## src/mulPkg.sv

```systemverilog
`default_nettype none

package mulPkg;

	localparam int DigitW    = 3;  // one radix-8 digit.
	localparam int NumDigits = 4;
	localparam int OperandW  = DigitW * NumDigits;
	localparam int PartialW  = 2 * DigitW;  // digit times digit.
	localparam int RowW      = OperandW + DigitW;
	localparam int ProductW  = 2 * OperandW;

	// operand word, taken whole or as four digits (digit 0 is the low one).
	typedef union packed
	{
		logic [OperandW-1:0]                value;
		logic [NumDigits-1:0][DigitW-1:0]   digit;
	} mulOperand_t;

	// entry [j][i] is digit i of A times digit j of B.
	typedef logic [NumDigits-1:0][NumDigits-1:0][PartialW-1:0] mulPartials_t;

	// entry j is A times digit j of B.
	typedef logic [NumDigits-1:0][RowW-1:0] mulRows_t;

endpackage

`default_nettype wire

```

## src/mulRowStage.sv

```systemverilog
`timescale 1ns/1ns
`default_nettype none

module mulRowStage
(
	input  wire                        clock,
	input  wire                        arstN,
	input  wire                        ppValid,
	input  wire mulPkg::mulPartials_t  pp,
	output logic                       ppReady,
	output logic                       rowValid,
	output mulPkg::mulRows_t           rows,
	input  wire                        rowReady
);

	import mulPkg::*;

	mulRows_t rowSum;

	assign ppReady = ~rowValid | rowReady;

	// row j is A times digit j of B.
	always_comb
	begin
		rowSum = '0;
		for (int j = 0; j < NumDigits; j++)
		begin
			for (int i = 0; i < NumDigits; i++)
			begin
				rowSum[j] = rowSum[j] + (RowW'(pp[j][i]) << (DigitW * i));
			end
		end
	end

	always_ff @(posedge clock or negedge arstN)
	begin
		if (!arstN)
			rowValid <= 1'b0;
		else if (ppReady)
			rowValid <= ppValid;
	end

	always_ff @(posedge clock)
	begin
		if (ppValid && ppReady)
			rows <= rowSum;
	end

	rowHold: assert property (@(posedge clock) disable iff (!arstN)
		rowValid && !rowReady |=> rowValid && $stable(rows));

endmodule

`default_nettype wire

```

## config.mk

```make
export PLATFORM = sky130hd
export DESIGN_NAME = mulRowStage
export DESIGN_NICKNAME = d
export VERILOG_FILES = /design/src/mulPkg.sv /design/src/mulRowStage.sv
export SDC_FILE = /design/constraint.sdc
export NUM_CORES = 1
export LEC_CHECK = 0
export BUFFER_PORTS_ARGS = -buffer_cell sky130_fd_sc_hd__buf_4
export CAP_MARGIN = 10
export CORE_MARGIN = 2
export CORE_UTILIZATION = 52
export DETAILED_ROUTE_END_ITERATION = 8
export PLACE_DENSITY = 0.84
export SETUP_SLACK_MARGIN = 0.2
export SKIP_LAST_GASP = 1
export SLEW_MARGIN = 15
export SYNTH_ARGS = -nofsm -noshare
export SYNTH_HDL_FRONTEND = slang
export SYNTH_SLANG_ARGS = --single-unit
```

## constraint.sdc

```tcl
create_clock -name clock -period 6.8 [get_ports clock]
set_clock_uncertainty 0.15 [all_clocks]
set_input_delay 1.36 -clock clock [delete_from_list [all_inputs] [get_ports clock]]
set_output_delay 1.36 -clock clock [all_outputs]
set_load 0.05 [all_outputs]
```

# --- Yosys cells after proc, flatten, opt, wreduce, memory -nomap -nowiden ---
# Cells that the tools add are included.
word_totals:
  regBits: 61
  latchBits: 0
  ramBits: 0
  mem_bits_ro: 0
  inputBits: 100
  output_inout_bits: 62
  word_cells: 20
  memories: 0
classes:
  add_sub_neg: 12
  multipliers: 0
  n_div: 0
  magnitude_cmp: 0
  eq_ne: 0
  shift: 0
  muxes: 0
  bitwise_logic: 2
  reduce_logical: 1
op_table:
  columns: ["cell", "count"]
  rows:
  - ["$add A10 B12 Y13", 4]
  - ["$add A13 B15 Y15", 3]
  - ["$add A6 B9 Y10", 4]
  - ["$add A15 B15 Y15", 1]
  - ["$logic_and A1 B1 Y1", 1]
  - ["$not A1 Y1", 1]
  - ["$or A1 B1 Y1", 1]

# --- Longest topological paths before layout ---
# Gate-level depths: netlist (run 1).
depth:
  ltp_word: 3
  mapped_depth: 15
  depth_no_buf: 15

# --- Least setup slack after synthesis (run 1) ---
# Ideal clock, no wire load.
synth_timing:
  path_type: "input -> register"
  startpoint: "input pp[75] (netlist name)"
  endpoint: "register rows[58] (netlist name), data pin"
  setup_time_ns: 0.261
  t_arrival_ns: 3.995
  required_time_ns: 6.389
  setup_slack_ns: 2.394
  cell_stages: 15
  path_cell_list: "ha_1 inv_1 fa_1 nor2b_1 o21ai_0 xnor2_1 ha_1 ha_1 inv_1 fa_1 nor2b_1 o21ai_0 a21boi_0 nor4_1 a311o_1"
synth_rtl:
  columns: ["element", "line_no", "source"]
  rows:
  - ["from (decl)", "mulRowStage.sv:9", "input wire mulPkg::mulPartials_t pp,"]
  - ["to (signal assigned)", "mulRowStage.sv:46", "rows <= rowSum;"]
  - ["to (decl)", "mulRowStage.sv:12", "output mulPkg::mulRows_t rows,"]

==> qor.yml, run 1 <==
yosys:
  synth_nets: 446
  synthSimpleGateAreaFrac: 0.08265
  yosysTopAreaCell: "edfxtp_1"
  synth_compound_area_frac: 0.1329
  ys_async_sr_fraction: 0.01639
  ys_seq_elements: 61
  ys_types: 42
  yosysWarnings: 0
  synthMuxAreaShare: 0
  synth_adder_area_share: 0.1728
  synth.most_common_cell: "edfxtp_1"
  synth_common_cells: "edfxtp_1 (60), ha_1 (41), inv_1 (30)"
  syn-cell-area_um2: 3664
  synth_top_area_frac: 0.4918
  dominantRegCellSynth: "edfxtp_1"
  postSynthCellCount: 299
  syn_avg_cell_area_um2: 12.25
  synth_top_family_by_area: "adder cells"
  synth_edf_count: 60
  synth-xor-area-share: 0.08128
  yosysSeqAreaShare: 0.4986
  synthTopCellsByArea: "edfxtp_1 (49%), ha_1 (14%), xnor2_1 (5.7%), fa_1 (3.3%), inv_1 (3.1%)"
global_route:
  antenna_found_initial: 0
  grt_pass1_vias: 2733
  grt_pass1_wl_um: 12250
  grt_max_degree: 61
  grtUsageTotal: 0.2097
  grt-ovfl-total: 0
route:
  drt_iter0_markers: 60
  ant_nets: 0
  drc: 0
  routed-via-count: 2852
  wire_per_inst_um: 14.15
  totalWireLength_um: 8091
  viasPerCell: 4.986
  firstDrtPassIters: 5
sta:
  fmax_mhz: 226.8
  rsz0062_at_grt: "no"
  min_period_ps: 4410
  worst-slew-pin-transition_ps: 745.4
  tns_ps: 0
  fin_crit_sh: 0.6485
  relSlewSlack: 0.5031
  finalHoldViolCount: 0
  finalSetupViolCount: 0
  finalMaxSlewViolations: 0
  whs_ps: 401.9
floorplanning:
  coreArea_um2: 6794
  initial_core_util: 0.5392
  die_area_um2: 7733
  die_y_um: 87.94
  ioPinCount: 162
  die_w_um: 87.94
  rows: 30
layout:
  fillers: 429
  area_growth_pct: 42.69
  antenna_cells: 0
  drive_above_1_share: 0.3866
  finalNetCount: 618
power:
  vdd_ir_drop_max_mv: 0.1023
  p_per_area_nw_per_um2: 237.3
  p_total_mw: 1.241
  power.leakage_nw: 2.390
run:
  cap_violations: 0
setup_path:
  crit_type: "primary input to flop"
  crit_arrival_ps: 4340
  start_kind: "primary input"
  critPathMaxFanout: 3
  critPathRequiredTime_ps: 6730
  critPathCaptureType: "flop"
clocking:
  clkSinkCount: 61
  postCtsSetupRepairBufs: 0
  clock_tree.root_cell: "clkbuf_8"
  post_cts_resized: 0
  cts_buffers: 9
  path_clk_slew_ps: 60
  clk-insertion-delay-late_ps: 330
  cts_buffer_depth: 2
  htree_levels: 3
  holdBufCountCts: 0
  cts_tree: "yes"
place:
  dp_hpwl_um: 6649
  gp_congestion: 0.7909
  portBuffers: 161
status:
  outcome: "completed"
min_path:
  hold_class: "flop to flop"
state kept, by name, indices dropped and copies added, names as in the netlist:
| name | flops |
|---|---|
| rowValid | 1 |
| rows | 60 |
cell type report:
cell class	count	area, um^2	area share
Multi-Input combinational cell	207	1722	0.3293
Tap cell	96	120.1	0.02298
Clock inverter	5	98.84	0.01891
Timing Repair Buffer	162	1216	0.2326
Sequential cell	61	1827	0.3494
Clock buffer	11	131.4	0.02513
Inverter	30	112.6	0.02154
worst max-delay path, cell delays in order:
cell and delay [ps]:
buf_4 80, ha_1 150, inv_1 50, fa_1 410, nor2b_1 180, o21ai_0 120, xnor2_1 140, ha_1 280
ha_1 170, inv_1 50, fa_1 400, nor2b_1 120, o21ai_0 110, a21boi_0 330, nor4_1 80, a311o_1 320
per-layer routing:
| metal | part of all wire | vias to the layer above | GRT usage |
|---|---|---|---|
| li1 | - | 1431 | - |
| met1 | 0.38 | 1319 | 0.2343 |
| met2 | 0.54 | 91 | 0.3864 |
| met3 | 0.057 | 11 | 0.05090 |
| met4 | 0.019 | 0 | 0.07552 |
| met5 | 0 | - | 0 |
worst paths after layout:
kind                                       from              endpoint  slack, ps  cells after the start
max                                      pp[75]    rows[58]$_DFFE_PP_       2390                     16
min                        rowValid$_DFFE_PN0N_  rowValid$_DFFE_PN0N_        400                      2
max reg2reg                rowValid$_DFFE_PN0N_    rows[48]$_DFFE_PP_       5040                      3
min reg2reg                rowValid$_DFFE_PN0N_  rowValid$_DFFE_PN0N_        400                      2
max in group asynchronous                 arstN  rowValid$_DFFE_PN0N_       5780                      1
min in group asynchronous                 arstN  rowValid$_DFFE_PN0N_        640                      1
power by group:
group	switching, mW	leakage [nW]	internal [mW]
registers	0.00860	0.581	0.465
clock network	0.133	0.115	0.242
logic	0.237	1.69	0.155
cells by family (layout without fill, tap and decap cells):
logic type      Yosys count  after routing
compound gates           67             67
xor+xnor                 34             34
fa+ha+maj                47             47
buf+inv                  31            208
flops                    61             61
simple gates             59             59
placed cells by master (no fill, tap or decap), types with 8 or more instances in the layout:
cell and n:
clkbuf_8 9, xor2_1 10, o21ai_0 12, nor2_1 18, nor2b_1 8, ha_1 41
inv_1 30, edfxtp_1 60, buf_4 162, xnor2_1 24, a21oi_1 15, nand2_1 11
stage by stage:
stage          instance area, um^2  utilization  instances  worst slack (ps)
2_1_floorplan                 3664            -        299              2394
3_3_place_gp                  4997       0.7355        556              2189
3_5_place_dp                  4997       0.7355        556              2039
4_1_cts                       5228       0.7694        572              2387
5_1_grt                       5228       0.7694        572              2180
6_report                      5228       0.7694        572              2390
(Power assumes the default switching activity.)
==> run 2: changes to the inputs <==
Settings changed: CORE_UTILIZATION 52 to 48, PLACE_DENSITY 0.84 to 0.78.
Clock period 6.8 ns to 4.3 ns, I/O delays scaled along.
==> run 2 against run 1 <==
  * Sequential share of layout area increased by 0.059 points
  * Flip-flop and latch count stayed put
  * Power grew 55%
  * Clock-buffer cell count grew 1
  * Register-to-register slack worse by 2800 ps
  * First-iteration DRC count down 6.7%
  * Non-clock buffer count stayed put
  * Global-route usage is 1.8 points lower
  * Final cell count rose by 0.52%
  * Worst setup slack worse by 2000 ps
  * Largest cell class unchanged
==> qor.yml, run 2 (synthesis gave the netlist of run 1 again) <==
status:
  outcome: "completed"
setup_path:
  crit_buf_inv: 3  # unchanged
  crit_arrival_ps: 3790  # -550 ps
  cp.depth: 16  # unchanged
  timing.rr.start: "rowValid$_DFFE_PN0N_"
  regToRegSetupSlack_ps: 2270  # -2770 ps
  critPathMaxFanout: 3  # unchanged
  critPathRequiredTime_ps: 4220  # -2510 ps
  start_kind: "primary input"
  critPathCaptureType: "flop"
  max_stage_delay_ps: 400  # about the same
  cp-endpoint: "rows[58]$_DFFE_PP_"
  r2r_cells: 3  # unchanged
  worstPathCellList: "buf_4 > ha_1 > inv_1 > fa_1 > nor2b_1 > o21ai_0 > xnor2_1 > ha_1 > ha_1 > inv_1 > fa_1 > nor2b_1 > o21ai_0 > a21boi_1 > nor4_1 > a311o_1"
  critPathLaunch: "pp[75]"
  regToRegEndpoint: "rows[39]$_DFFE_PP_"
  critPathSlowestCell: "fa_1"
  path_common_cell: "ha_1"
  crit_family: "adder cells"
  crit_type: "primary input to flop"
clocking:
  postCtsSetupRepairBufs: 0  # unchanged
  clock_tree.root_cell: "clkbuf_8"
  cts_buffer_depth: 2  # unchanged
  cts_buffers: 9  # unchanged
  clk-insertion-delay-late_ps: 330  # about the same
  post_cts_resized: 0  # unchanged
  htree_levels: 3  # unchanged
  holdBufCountCts: 0  # unchanged
  clkSinkCount: 61  # unchanged
  cts_tree: "yes"
  path_clk_slew_ps: 70  # about the same
global_route:
  grt_pass1_vias: 2812  # +2.9%
  grtUsageTotal: 0.1917  # -0.01802
  grt_max_degree: 41  # -33%
  grt_pass1_wl_um: 12720  # +3.8%
  grt-ovfl-total: 0  # unchanged
  antenna_found_initial: 0  # unchanged
sta:
  worst-slew-pin-transition_ps: 508.7  # -236.6 ps
  tns_ps: 0  # unchanged
  fmax_mhz: 258.9
  finalSetupViolCount: 0  # unchanged
  finalMaxSlewViolations: 0  # unchanged
  relSlewSlack: 0.6609  # +0.1578
  fin_crit_sh: 0.8984
  rsz0062_at_grt: "no"
  min_period_ps: 3863
  finalHoldViolCount: 0  # unchanged
  whs_ps: 140.4  # -261.4 ps
layout:
  drive_above_1_share: 0.3887  # +0.002101
  antenna_cells: 0  # unchanged
  largest_reg_flops: 60  # unchanged
  finalNetCount: 618  # unchanged
  top_regs: "rows x60, rowValid x1"
  stdcell_area_um2: 5219  # -0.17%
  top_register: "rows"
  final_cell_mix: "buf_4 (162), edfxtp_1 (60), ha_1 (41), inv_1 (30), xnor2_1 (24)"
  area_growth_pct: 42.45
  fillers: 537  # +25%
  fin_util: 0.7119  # -0.05753
  layout_commonest_cell: "buf_4"
route:
  routed-via-count: 2856  # +0.14%
  viasPerCell: 4.967  # -0.38%
  drt_iter0_markers: 56  # -6.7%
  totalWireLength_um: 7962  # -1.6%
  wire_per_inst_um: 13.85  # -2.1%
  ant_nets: 0  # unchanged
  firstDrtPassIters: 6  # +1
  drc: 0  # unchanged
place:
  dp_hpwl_um: 6456  # -2.9%
  portBuffers: 161  # unchanged
  post_dp_cell_area_um2: 5001  # about the same
  gp_congestion: 0.8442  # +6.7%
run:
  cap_violations: 0  # unchanged
floorplanning:
  die_y_um: 91.37  # +3.9%
  rows: 31  # +3.3%
  ioPinCount: 162  # unchanged
  die_area_um2: 8348  # +8.0%
  initial_core_util: 0.4997  # -0.03948
  coreArea_um2: 7331  # +7.9%
  die_w_um: 91.37  # +3.9%
power:
  power.leakage_nw: 2.383  # -0.33%
  vdd_ir_drop_max_mv: 0.1440  # +41%
  p_per_area_nw_per_um2: 369.2  # +56%
  p_total_mw: 1.927  # +55%
min_path:
  hold_class: "primary input to async pin"
## run 2: cell types whose count changed in the layout (fill, tap and decap cells not counted), sizes merged
cell / before / now
clkinvlp: 0 / 1
clkinv: 2 / 1
clkbuf: 11 / 12
bufinv: 3 / 2
## run 2: cell type report
type                       instances  area, um^2  area share
multi-input combinational        207        1722      0.3299
tap                               99       123.9     0.02374
sequential                        61        1827      0.3500
clock buffer                      12       145.1     0.02781
clock inverter                     4       72.57     0.01391
inverter                          30       112.6     0.02158
timing repair buffer             162        1216      0.2330
## run 2: worst min-delay path by stage
stage / startpoint / endpoint / slack, ps
finish: arstN / rowValid$_DFFE_PN0N_ / 140
global route: arstN / rowValid$_DFFE_PN0N_ / 120
CTS: arstN / rowValid$_DFFE_PN0N_ / 120
detailed placement: rowValid$_DFFE_PN0N_ / rowValid$_DFFE_PN0N_ / 390
global placement: rowValid$_DFFE_PN0N_ / rowValid$_DFFE_PN0N_ / 360
floorplan: arstN / rowValid$_DFFE_PN0N_ / 410
## run 2: report_power, final
part / switching, mW / internal, mW
Combinational: 0.376 / 0.245
Sequential: 0.0133 / 0.734
Clock: 0.217 / 0.342
## run 2: through the flow
step	std cells	worst slack [ps]
finish	575	436.8
global route	575	211.8
CTS	575	399.7
detailed placement	559	89.13
global placement	559	167.0
floorplan	299	394.2
## run 2: routing by layer
metal,global-route usage,up-vias,wire length [um]
li1,-,1430,-
met1,0.2151,1322,3039
met2,0.3481,90,4327
met3,0.04149,14,413
met4,0.08333,0,183
met5,0,-,0
