$ cat config.mk
export PLATFORM = sky130hd
export DESIGN_NAME = mulFinalStage
export DESIGN_NICKNAME = d
export VERILOG_FILES = /design/src/mulPkg.sv /design/src/mulFinalStage.sv
export SDC_FILE = /design/constraint.sdc
export NUM_CORES = 1
export LEC_CHECK = 0
export BUFFER_PORTS_ARGS = -buffer_cell sky130_fd_sc_hd__buf_2
export CORE_ASPECT_RATIO = 1.25
export CORE_MARGIN = 2
export CORE_UTILIZATION = 46
export DETAILED_ROUTE_END_ITERATION = 6
export PLACE_DENSITY = 0.83
export SYNTH_ARGS = -nofsm -noshare
export SYNTH_HDL_FRONTEND = slang
export SYNTH_SLANG_ARGS = --single-unit
$ cat constraint.sdc
create_clock -name clock -period 1.5 [get_ports clock]
set_input_delay 0.075 -clock clock [delete_from_list [all_inputs] [get_ports clock]]
set_output_delay 0.075 -clock clock [all_outputs]
set_load 0.02 [all_outputs]
$ cat src/mulPkg.sv
`default_nettype none

package mulPkg;

	localparam int DigitW    = 3;  // one radix-8 digit.
	localparam int NumDigits = 4;
	localparam int OperandW  = DigitW * NumDigits;
	localparam int PartialW  = 2 * DigitW;  // digit times digit.
	localparam int RowW      = OperandW + DigitW;
	localparam int ProductW  = 2 * OperandW;

	// operand word, taken whole or as four digits (digit 0 is the low one).
	typedef union packed
	{
		logic [OperandW-1:0]                value;
		logic [NumDigits-1:0][DigitW-1:0]   digit;
	} mulOperand_t;

	// entry [j][i] is digit i of A times digit j of B.
	typedef logic [NumDigits-1:0][NumDigits-1:0][PartialW-1:0] mulPartials_t;

	// entry j is A times digit j of B.
	typedef logic [NumDigits-1:0][RowW-1:0] mulRows_t;

endpackage

`default_nettype wire

$ cat src/mulFinalStage.sv
`timescale 1ns/1ns
`default_nettype none

module mulFinalStage
(
	input  wire                         clock,
	input  wire                         arstN,
	input  wire                         rowValid,
	input  wire mulPkg::mulRows_t       rows,
	output logic                        rowReady,
	output logic                        resValid,
	output logic [mulPkg::ProductW-1:0] product,
	input  wire                         resReady
);

	import mulPkg::*;

	logic [ProductW-1:0] sum;

	assign rowReady = ~resValid | resReady;

	always_comb
	begin
		sum = '0;
		for (int j = 0; j < NumDigits; j++)
			sum = sum + (ProductW'(rows[j]) << (DigitW * j));  // weight of digit j of B.
	end

	always_ff @(posedge clock or negedge arstN)
	begin
		if (!arstN)
			resValid <= 1'b0;
		else if (rowReady)
			resValid <= rowValid;
	end

	always_ff @(posedge clock)
	begin
		if (rowValid && rowReady)
			product <= sum;
	end

	resHold: assert property (@(posedge clock) disable iff (!arstN)
		resValid && !resReady |=> resValid && $stable(product));

endmodule

`default_nettype wire

* After elaboration in Yosys (flattened, before gate mapping) *
Index checks and enable logic that the tools add are counted.

cells by class
  add/sub/neg operators = 3
  bitwise gates (word level) = 2
  reduce and logical (&&, ||, !) cells = 1

operators with widths
  cell                 count
  $add A22 B24 Y24     1
  $add A19 B21 Y22     1
  $add A15 B18 Y19     1
  $logic_and A1 B1 Y1  1
  $not A1 Y1           1
  $or A1 B1 Y1         1

word-level totals
  bits in registers = 25
  bits of input ports = 64
  output and inout bits = 26
  logic and storage cells = 8

* Logic depth before layout (Yosys ltp) *
Gate-level depths: netlist of the first run.

  depth after elaboration = 3
  depth in mapped cells = 12
  depth with buffers taken out = 11

* Least setup slack after synthesis of the first run *
Ideal clock, no wire load.

  kind = input to register
  start point = input rows[9] (netlist name)
  end point = register product[23] (netlist name), data pin
  arrival time = 2395 ps
  slack = -1157 ps
  stages on the path = 11
  path buffers = 0
  cell sequence = inv_1 fa_1 inv_1 fa_1 ha_1 a21oi_2 o221ai_2 nand4_1 a31oi_1 a311oi_1 xnor2_1

on the way
  longest elaborated chain between the ends = 3

ends and longest elaborated chain
  what                  RTL line             RTL
  start, declared       mulFinalStage.sv:9   input wire mulPkg::mulRows_t rows,
  $add A15 B18 Y19      mulFinalStage.sv:26  sum = sum + (ProductW'(rows[j]) << (DigitW * j));
  $add A19 B21 Y22      mulFinalStage.sv:26
  $add A22 B24 Y24      mulFinalStage.sv:26
  named net sum[23]     mulFinalStage.sv:18  logic [ProductW-1:0] sum;
  end signal, assigned  mulFinalStage.sv:40  product <= sum;
  end, declared         mulFinalStage.sv:12  output logic [mulPkg::ProductW-1:0] product,

The timed path passes the listed nets, and every way through them passes these cells.
A chain may end at the register's enable or synchronous reset.

* Worst setup path in the final report of the first run *
  start point = input rows[9] (netlist name)
  end point = register product[16] (netlist name), data pin

Same word-level chain as after synthesis.

==> impl_metrics.env, run 1 <==
export IMPL_status="complete, but fails checks"
export IMPL_violations="negative setup slack"
export IMPL_peakVddDrop_uv=588
export IMPL_whs_ps=17.2
export IMPL_worstPathArrival_ps=2700
export IMPL_n_antenna_cell=0
export IMPL_p_leak_nw=1.94
export IMPL_gr_usage_met1_pct=19.8
export IMPL_slew_headroom_pct=78.3
export IMPL_insertion_delay_ps=270
export IMPL_finalClockSkew_ps=1.35
export IMPL_final_cells=444
export IMPL_synth_top_area_share_pct=29.5
export IMPL_placedCellCount=427
export IMPL_place_hpwl_um=4270
export IMPL_post_route_min_period_ps=2610
export IMPL_die_area_mm2=0.00592
export IMPL_cts_made_buffers=3
export IMPL_dr_pass1_iters=4
export IMPL_p_per_area_mw_per_mm2=1160
export IMPL_vias_per_cell=4.97
export IMPL_synth_seq_cells=25
export IMPL_busiest_layer="met2"
export IMPL_core_area_mm2=0.00512
export IMPL_avgRoutedWirePerCell_um=14.0
export IMPL_netlist_instances=245
export IMPL_synth_area_per_cell_um2=9.98
export IMPL_grt_use_met2_pct=40.1
export IMPL_drive_above_1_share_pct=49.7
export IMPL_maxSlewViolCount=0
export IMPL_num_fill_cells=326
export IMPL_routabilityCongestion=0.906
export IMPL_worst_slack_ps=-1110
export IMPL_grt_overflow=0
export IMPL_placed_area_mm2=0.00337
export IMPL_ant_nets=0
export IMPL_dp_slack_ps=-1480
export IMPL_worst_pin_slew_ps=322
export IMPL_required_ps=1590
export IMPL_syn_num_nets=364
export IMPL_maxCapViolations=0
export IMPL_rrSetupSlack_ps=350
export IMPL_multi_input_area_mm2=0.00177
export IMPL_critPathKind="input pin to flop"
export IMPL_clock_root_buffer="clkbuf_8"
export IMPL_portBuffers=89
export IMPL_die_w_um=69.2
export IMPL_syn_to_final_growth_pct=56.1
export IMPL_fmax_mhz=384
export IMPL_cts_tree="built"
export IMPL_clock_path_buffers=2
export IMPL_routed_wl_um=6210
export IMPL_hold_viol_final=0
export IMPL_grt_pass1_vias=2195
export IMPL_start_kind="input pin"
export IMPL_path_max_fanout=4
export IMPL_start_util_pct=47.8
export IMPL_finalInstanceArea_mm2=0.00382
export IMPL_gr_usage_met3_pct=1.88
export IMPL_ys_types=32
export IMPL_yosysTopAreaCell="edfxtp_1"
export IMPL_syn_cell_area_mm2=0.00244
export IMPL_finalNetCount=502
export IMPL_endpoint_kind="flop"
export IMPL_layout_common_cells="buf_2 (86), inv_1 (64), buf_4 (34)"
export IMPL_grt_max_degree=25
export IMPL_cts_sinks=25
export IMPL_cts_htree_levels=1
export IMPL_path_clk_slew_ps=90
export IMPL_grt_setup_unrepaired="yes"
export IMPL_seq_area_um2=746
export IMPL_synth_area_top_cells="edfxtp_1 (29%), ha_1 (18%), fa_1 (16%)"
export IMPL_drt_first_iter_violations=134
export IMPL_synth_warnings=0
export IMPL_rows=29
export IMPL_final_common_cell="buf_2"
export IMPL_drc=0
export IMPL_ios=90
export IMPL_die_h_um=85.5
export IMPL_hold_class="input pin to flop"
export IMPL_report_final_setup_viol=17
export IMPL_antenna_found_initial=0
export IMPL_ys_seq_area_share_pct=30.5
export IMPL_power_mw=4.43
export IMPL_num_vias=2205
export IMPL_timing_final_crit_share_pct=174
export IMPL_grt_usage_pct=19.0
export IMPL_grt_pass1_wl_um=9200
routing by layer:
metal / part of all wire, % / wire [um] / vias to the layer above
met5: 0 / 0 / -
met4: 1.1 / 67 / 0
met3: 4.0 / 250 / 7
met2: 57 / 3560 / 86
met1: 38 / 2340 / 1044
li1: - / - / 1068
Yosys cell counts, drive strengths merged:
cell,n
fa,19
dfrtp,1
nand4,3
nand2,7
a21oi,17
nand2b,2
xor2,6
a21o,8
edfxtp,24
nor3,2
a311oi,1
clkbuf,3
xnor2,11
buf,1
o221ai,1
a21boi,1
a31oi,4
ha,36
o21ai,6
and2,1
nor2b,1
nor2,7
o21a,1
nand3,7
o211ai,1
o21bai,1
and3,1
inv,72
cell type report:
| type | instances | area share [%] |
|---|---|---|
| clock buffers | 3 | 1.08 |
| well taps | 62 | 2.03 |
| flip-flops and latches | 25 | 19.5 |
| multi-input cells | 144 | 46.3 |
| inverters | 72 | 7.54 |
| repair buffers | 137 | 23.3 |
| clock inverters | 1 | 0.197 |
logic make-up (layout without fill, tap and decap cells):
family / Yosys count / count (layout) / synth area share, %
compound gates: 41 / 41 / 11.3
xor+xnor: 17 / 17 / 6.09
fa+ha+maj: 55 / 55 / 34.0
buf+inv: 76 / 213 / 12.0
flops: 25 / 25 / 30.5
simple gates: 31 / 31 / 6.09
worst paths after layout:
check                                     start               endpoint  depth (start not counted)
setup reg to reg           resValid$_DFFE_PN0N_  product[21]$_DFFE_PP_                          3
setup / recovery                        rows[9]  product[16]$_DFFE_PP_                         13
max in group asynchronous                 arstN   resValid$_DFFE_PN0N_                          2
hold reg to reg            resValid$_DFFE_PN0N_   resValid$_DFFE_PN0N_                          2
min in group asynchronous                 arstN   resValid$_DFFE_PN0N_                          2
hold / removal                         rowValid   resValid$_DFFE_PN0N_                          2
power by group:
group	internal (mW)	leakage [nW]	total, mW	switching (mW)
Sequential	1.00	0.239	1.05	0.0475
Clock	0.188	0.0217	0.405	0.217
Combinational	1.44	1.68	2.98	1.54
worst max-delay path, stage by stage:
cell     delay, ps
buf_8           70
inv_4           20
fa_1           520
inv_1           50
fa_1           480
ha_4           340
buf_6          130
nand3_4         70
nor2_4         160
o21ai_4         90
o21ai_4        280
a31oi_4        140
xnor2_1        250
through the flow:
| step | setup TNS, ps | util [%] |
|---|---|---|
| floorplan | -13570 | - |
| global placement | -18120 | 65.8 |
| detailed placement | -19250 | 65.8 |
| CTS | -12320 | 70.1 |
| global route | -14890 | 74.6 |
| finish | -14010 | 74.6 |
state kept, by name, indices dropped and copies added, names as in the netlist:
name and cells:
product 24, resValid 1
what timing repair did:
action / CTS / global route
hold buffers: 4 / 0
setup buffers: 5 / 6
endpoints found under the setup margin: 18 / 17
gates resized for setup: 22 / 37
pin swaps: 17 / 17
hold endpoints to repair: 4 / 0
No activity file was read; power rests on OpenSTA's default activity.
==> run 2, diff against run 1 <==
--- a/config.mk
+++ b/config.mk
@@ -8,9 +8,10 @@
 export BUFFER_PORTS_ARGS = -buffer_cell sky130_fd_sc_hd__buf_2
 export CORE_ASPECT_RATIO = 1.25
 export CORE_MARGIN = 2
-export CORE_UTILIZATION = 46
+export CORE_UTILIZATION = 47
+export CTS_BUF_LIST = sky130_fd_sc_hd__clkbuf_8
 export DETAILED_ROUTE_END_ITERATION = 6
-export PLACE_DENSITY = 0.83
+export PLACE_DENSITY = 0.85
 export SYNTH_ARGS = -nofsm -noshare
 export SYNTH_HDL_FRONTEND = slang
 export SYNTH_SLANG_ARGS = --single-unit
==> impl_metrics.env, run 2 (synthesized netlist as in run 1, its figures left out) <==
export IMPL_hold_depth=2
export IMPL_layout_common_cells="buf_2 (85), inv_1 (63), buf_4 (36)"
export IMPL_ant_nets=0
export IMPL_clock_root_buffer="clkbuf_8"
export IMPL_clockPowerShare_pct=9.2
export IMPL_path_clk_slew_ps=90
export IMPL_vias_per_cell=4.94
export IMPL_crit_family="adder cells"
export IMPL_cp_slowest_cell="fa_1"
export IMPL_portBuffers=89
export IMPL_slew_headroom_pct=81.2
export IMPL_worstPathArrival_ps=2600
export IMPL_required_ps=1520
export IMPL_n_antenna_cell=0
export IMPL_insertion_delay_ps=270
export IMPL_placedCellCount=427
export IMPL_power_mw=4.40
export IMPL_start_kind="input pin"
export IMPL_cts_sinks=25
export IMPL_timing_final_crit_share_pct=172
export IMPL_die_w_um=68.5
export IMPL_endpoint_kind="flop"
export IMPL_final_cells=444
export IMPL_ff2ff_path_depth=3
export IMPL_critPathBufInv=3
export IMPL_cts_made_buffers=3
export IMPL_pwr_share_seq_pct=23.7
export IMPL_rows=29
export IMPL_grt_overflow=0
export IMPL_hold_viol_final=0
export IMPL_maxSlewViolCount=0
export IMPL_p_leak_nw=1.93
export IMPL_sw_frac_of_total_pct=41.1
export IMPL_p_switching_mw=1.81
export IMPL_maxCapViolations=0
export IMPL_fmax_mhz=388
export IMPL_core_area_mm2=0.00504
export IMPL_syn_to_final_growth_pct=55.7
export IMPL_setup_tns_ps=-13930
export IMPL_routed_wl_um=6210
export IMPL_largest_register="product"
export IMPL_largest_reg_flops=24
export IMPL_top_regs="product (24), resValid (1)"
export IMPL_power_share_combinational_pct=67.0
export IMPL_crit_chain="buf_8, inv_4, fa_1, inv_1, fa_1, ha_4, a21oi_4, o221ai_2, nand4_1, a31oi_4, a311oi_2, xnor2_1"
export IMPL_grt_pass1_wl_um=8890
export IMPL_violations="negative setup slack"
export IMPL_num_vias=2192
export IMPL_place_hpwl_um=4300
export IMPL_drt_first_iter_violations=135
export IMPL_routabilityCongestion=0.865
export IMPL_final_common_cell="buf_2"
export IMPL_hold_class="input pin to flop"
export IMPL_path_depth=12
export IMPL_cp_common_cell="fa_1"
export IMPL_critPathKind="input pin to flop"
export IMPL_antenna_found_initial=0
export IMPL_worst_pin_slew_ps=281
export IMPL_grt_max_degree=25
export IMPL_cpPeakStageDelay_ps=530
export IMPL_p_per_area_mw_per_mm2=1160
export IMPL_peakVddDrop_uv=511
export IMPL_status="complete, but fails checks"
export IMPL_die_h_um=84.6
export IMPL_finalNetCount=502
export IMPL_grt_pass1_vias=2281
export IMPL_dr_pass1_iters=4
export IMPL_p_int_mw=2.59
export IMPL_clock_path_buffers=2
export IMPL_cts_htree_levels=1
export IMPL_report_final_setup_viol=17
export IMPL_drc=0
export IMPL_ios=90
export IMPL_avgRoutedWirePerCell_um=14.0
export IMPL_grt_usage_pct=19.7
export IMPL_cts_tree="built"
export IMPL_finalClockSkew_ps=1.87
export IMPL_drive_above_1_share_pct=50.8
export IMPL_die_area_mm2=0.00580
export IMPL_worst_slack_ps=-1080
export IMPL_post_route_min_period_ps=2580
export IMPL_path_max_fanout=3
export IMPL_grt_setup_unrepaired="yes"
export IMPL_start_util_pct=48.5
[run 2: changes by cell type in the layout (fill, tap and decap cells not counted), moves of 2 or more]
cell,previous run,this run
xnor2_2,3,1
nor3_1,2,0
a31oi_4,2,4
buf_4,34,36
nor3_2,0,2
xnor2_1,8,10
ha_4,12,10
[run 2: worst paths after layout]
| path | start | end | slack, ps |
|---|---|---|---|
| setup reg to reg | resValid$_DFFE_PN0N_ | product[13]$_DFFE_PP_ | 370 |
| hold / removal | rowValid | resValid$_DFFE_PN0N_ | 5 |
| setup / recovery | rows[9] | product[23]$_DFFE_PP_ | -1080 |
| min in group asynchronous | arstN | resValid$_DFFE_PN0N_ | 100 |
| max in group asynchronous | arstN | resValid$_DFFE_PN0N_ | 1320 |
| hold reg to reg | resValid$_DFFE_PN0N_ | resValid$_DFFE_PN0N_ | 550 |
[run 2: worst register-to-register path, stage by stage (launching register included)]
cell,delay [ps]
dfrtp_1,390
nand2b_1,100
and2_2,170
buf_12,170
[run 2: power by group through the flow]
stage          Clock (mW)  Combinational [mW]  Sequential [mW]
4_1_cts             0.393                2.49             1.04
3_5_place_dp            0                2.29             1.05
6_report            0.407                2.95             1.04
3_3_place_gp            0                2.19             1.05
5_1_grt             0.423                3.18             1.06
2_1_floorplan           0                1.34             1.23
[run 2: timing repair]
item,in CTS,in global routing
hold buffers,4,0
pin swaps,14,26
endpoints found under the hold margin,4,0
setup endpoints to repair,18,18
setup buffers,7,4
gates resized for setup,19,42
[run 2: through the flow]
stage	setup slack, ps	utilization (%)	hold slack [ps]	area, um^2
6_report	-1080	75.5	5.02	3810
3_3_place_gp	-1330	66.8	-150	3370
2_1_floorplan	-1090	-	-221	2610
3_5_place_dp	-1450	66.8	-149	3370
5_1_grt	-1130	75.5	14.0	3810
4_1_cts	-1070	71.1	11.4	3590
[run 2: final cells by class]
cell class / count / area, um^2
Clock inverter: 1 / 5.00
Multi-Input combinational cell: 144 / 1770
Inverter: 72 / 288
Clock buffer: 3 / 41.3
Tap cell: 62 / 77.6
Sequential cell: 25 / 746
Fill cell: 309 / 1240
Timing Repair Buffer: 137 / 883
[run 2: per-layer routing]
metal / wire length [um] / part of all wire [%] / vias up / global-route usage (%)
li1: - / - / 1068 / -
met1: 2130 / 34 / 1023 / 18.8
met2: 3600 / 58 / 86 / 39.2
met3: 328 / 5.3 / 15 / 3.08
met4: 153 / 2.5 / 0 / 7.09
met5: 0 / 0 / - / 0
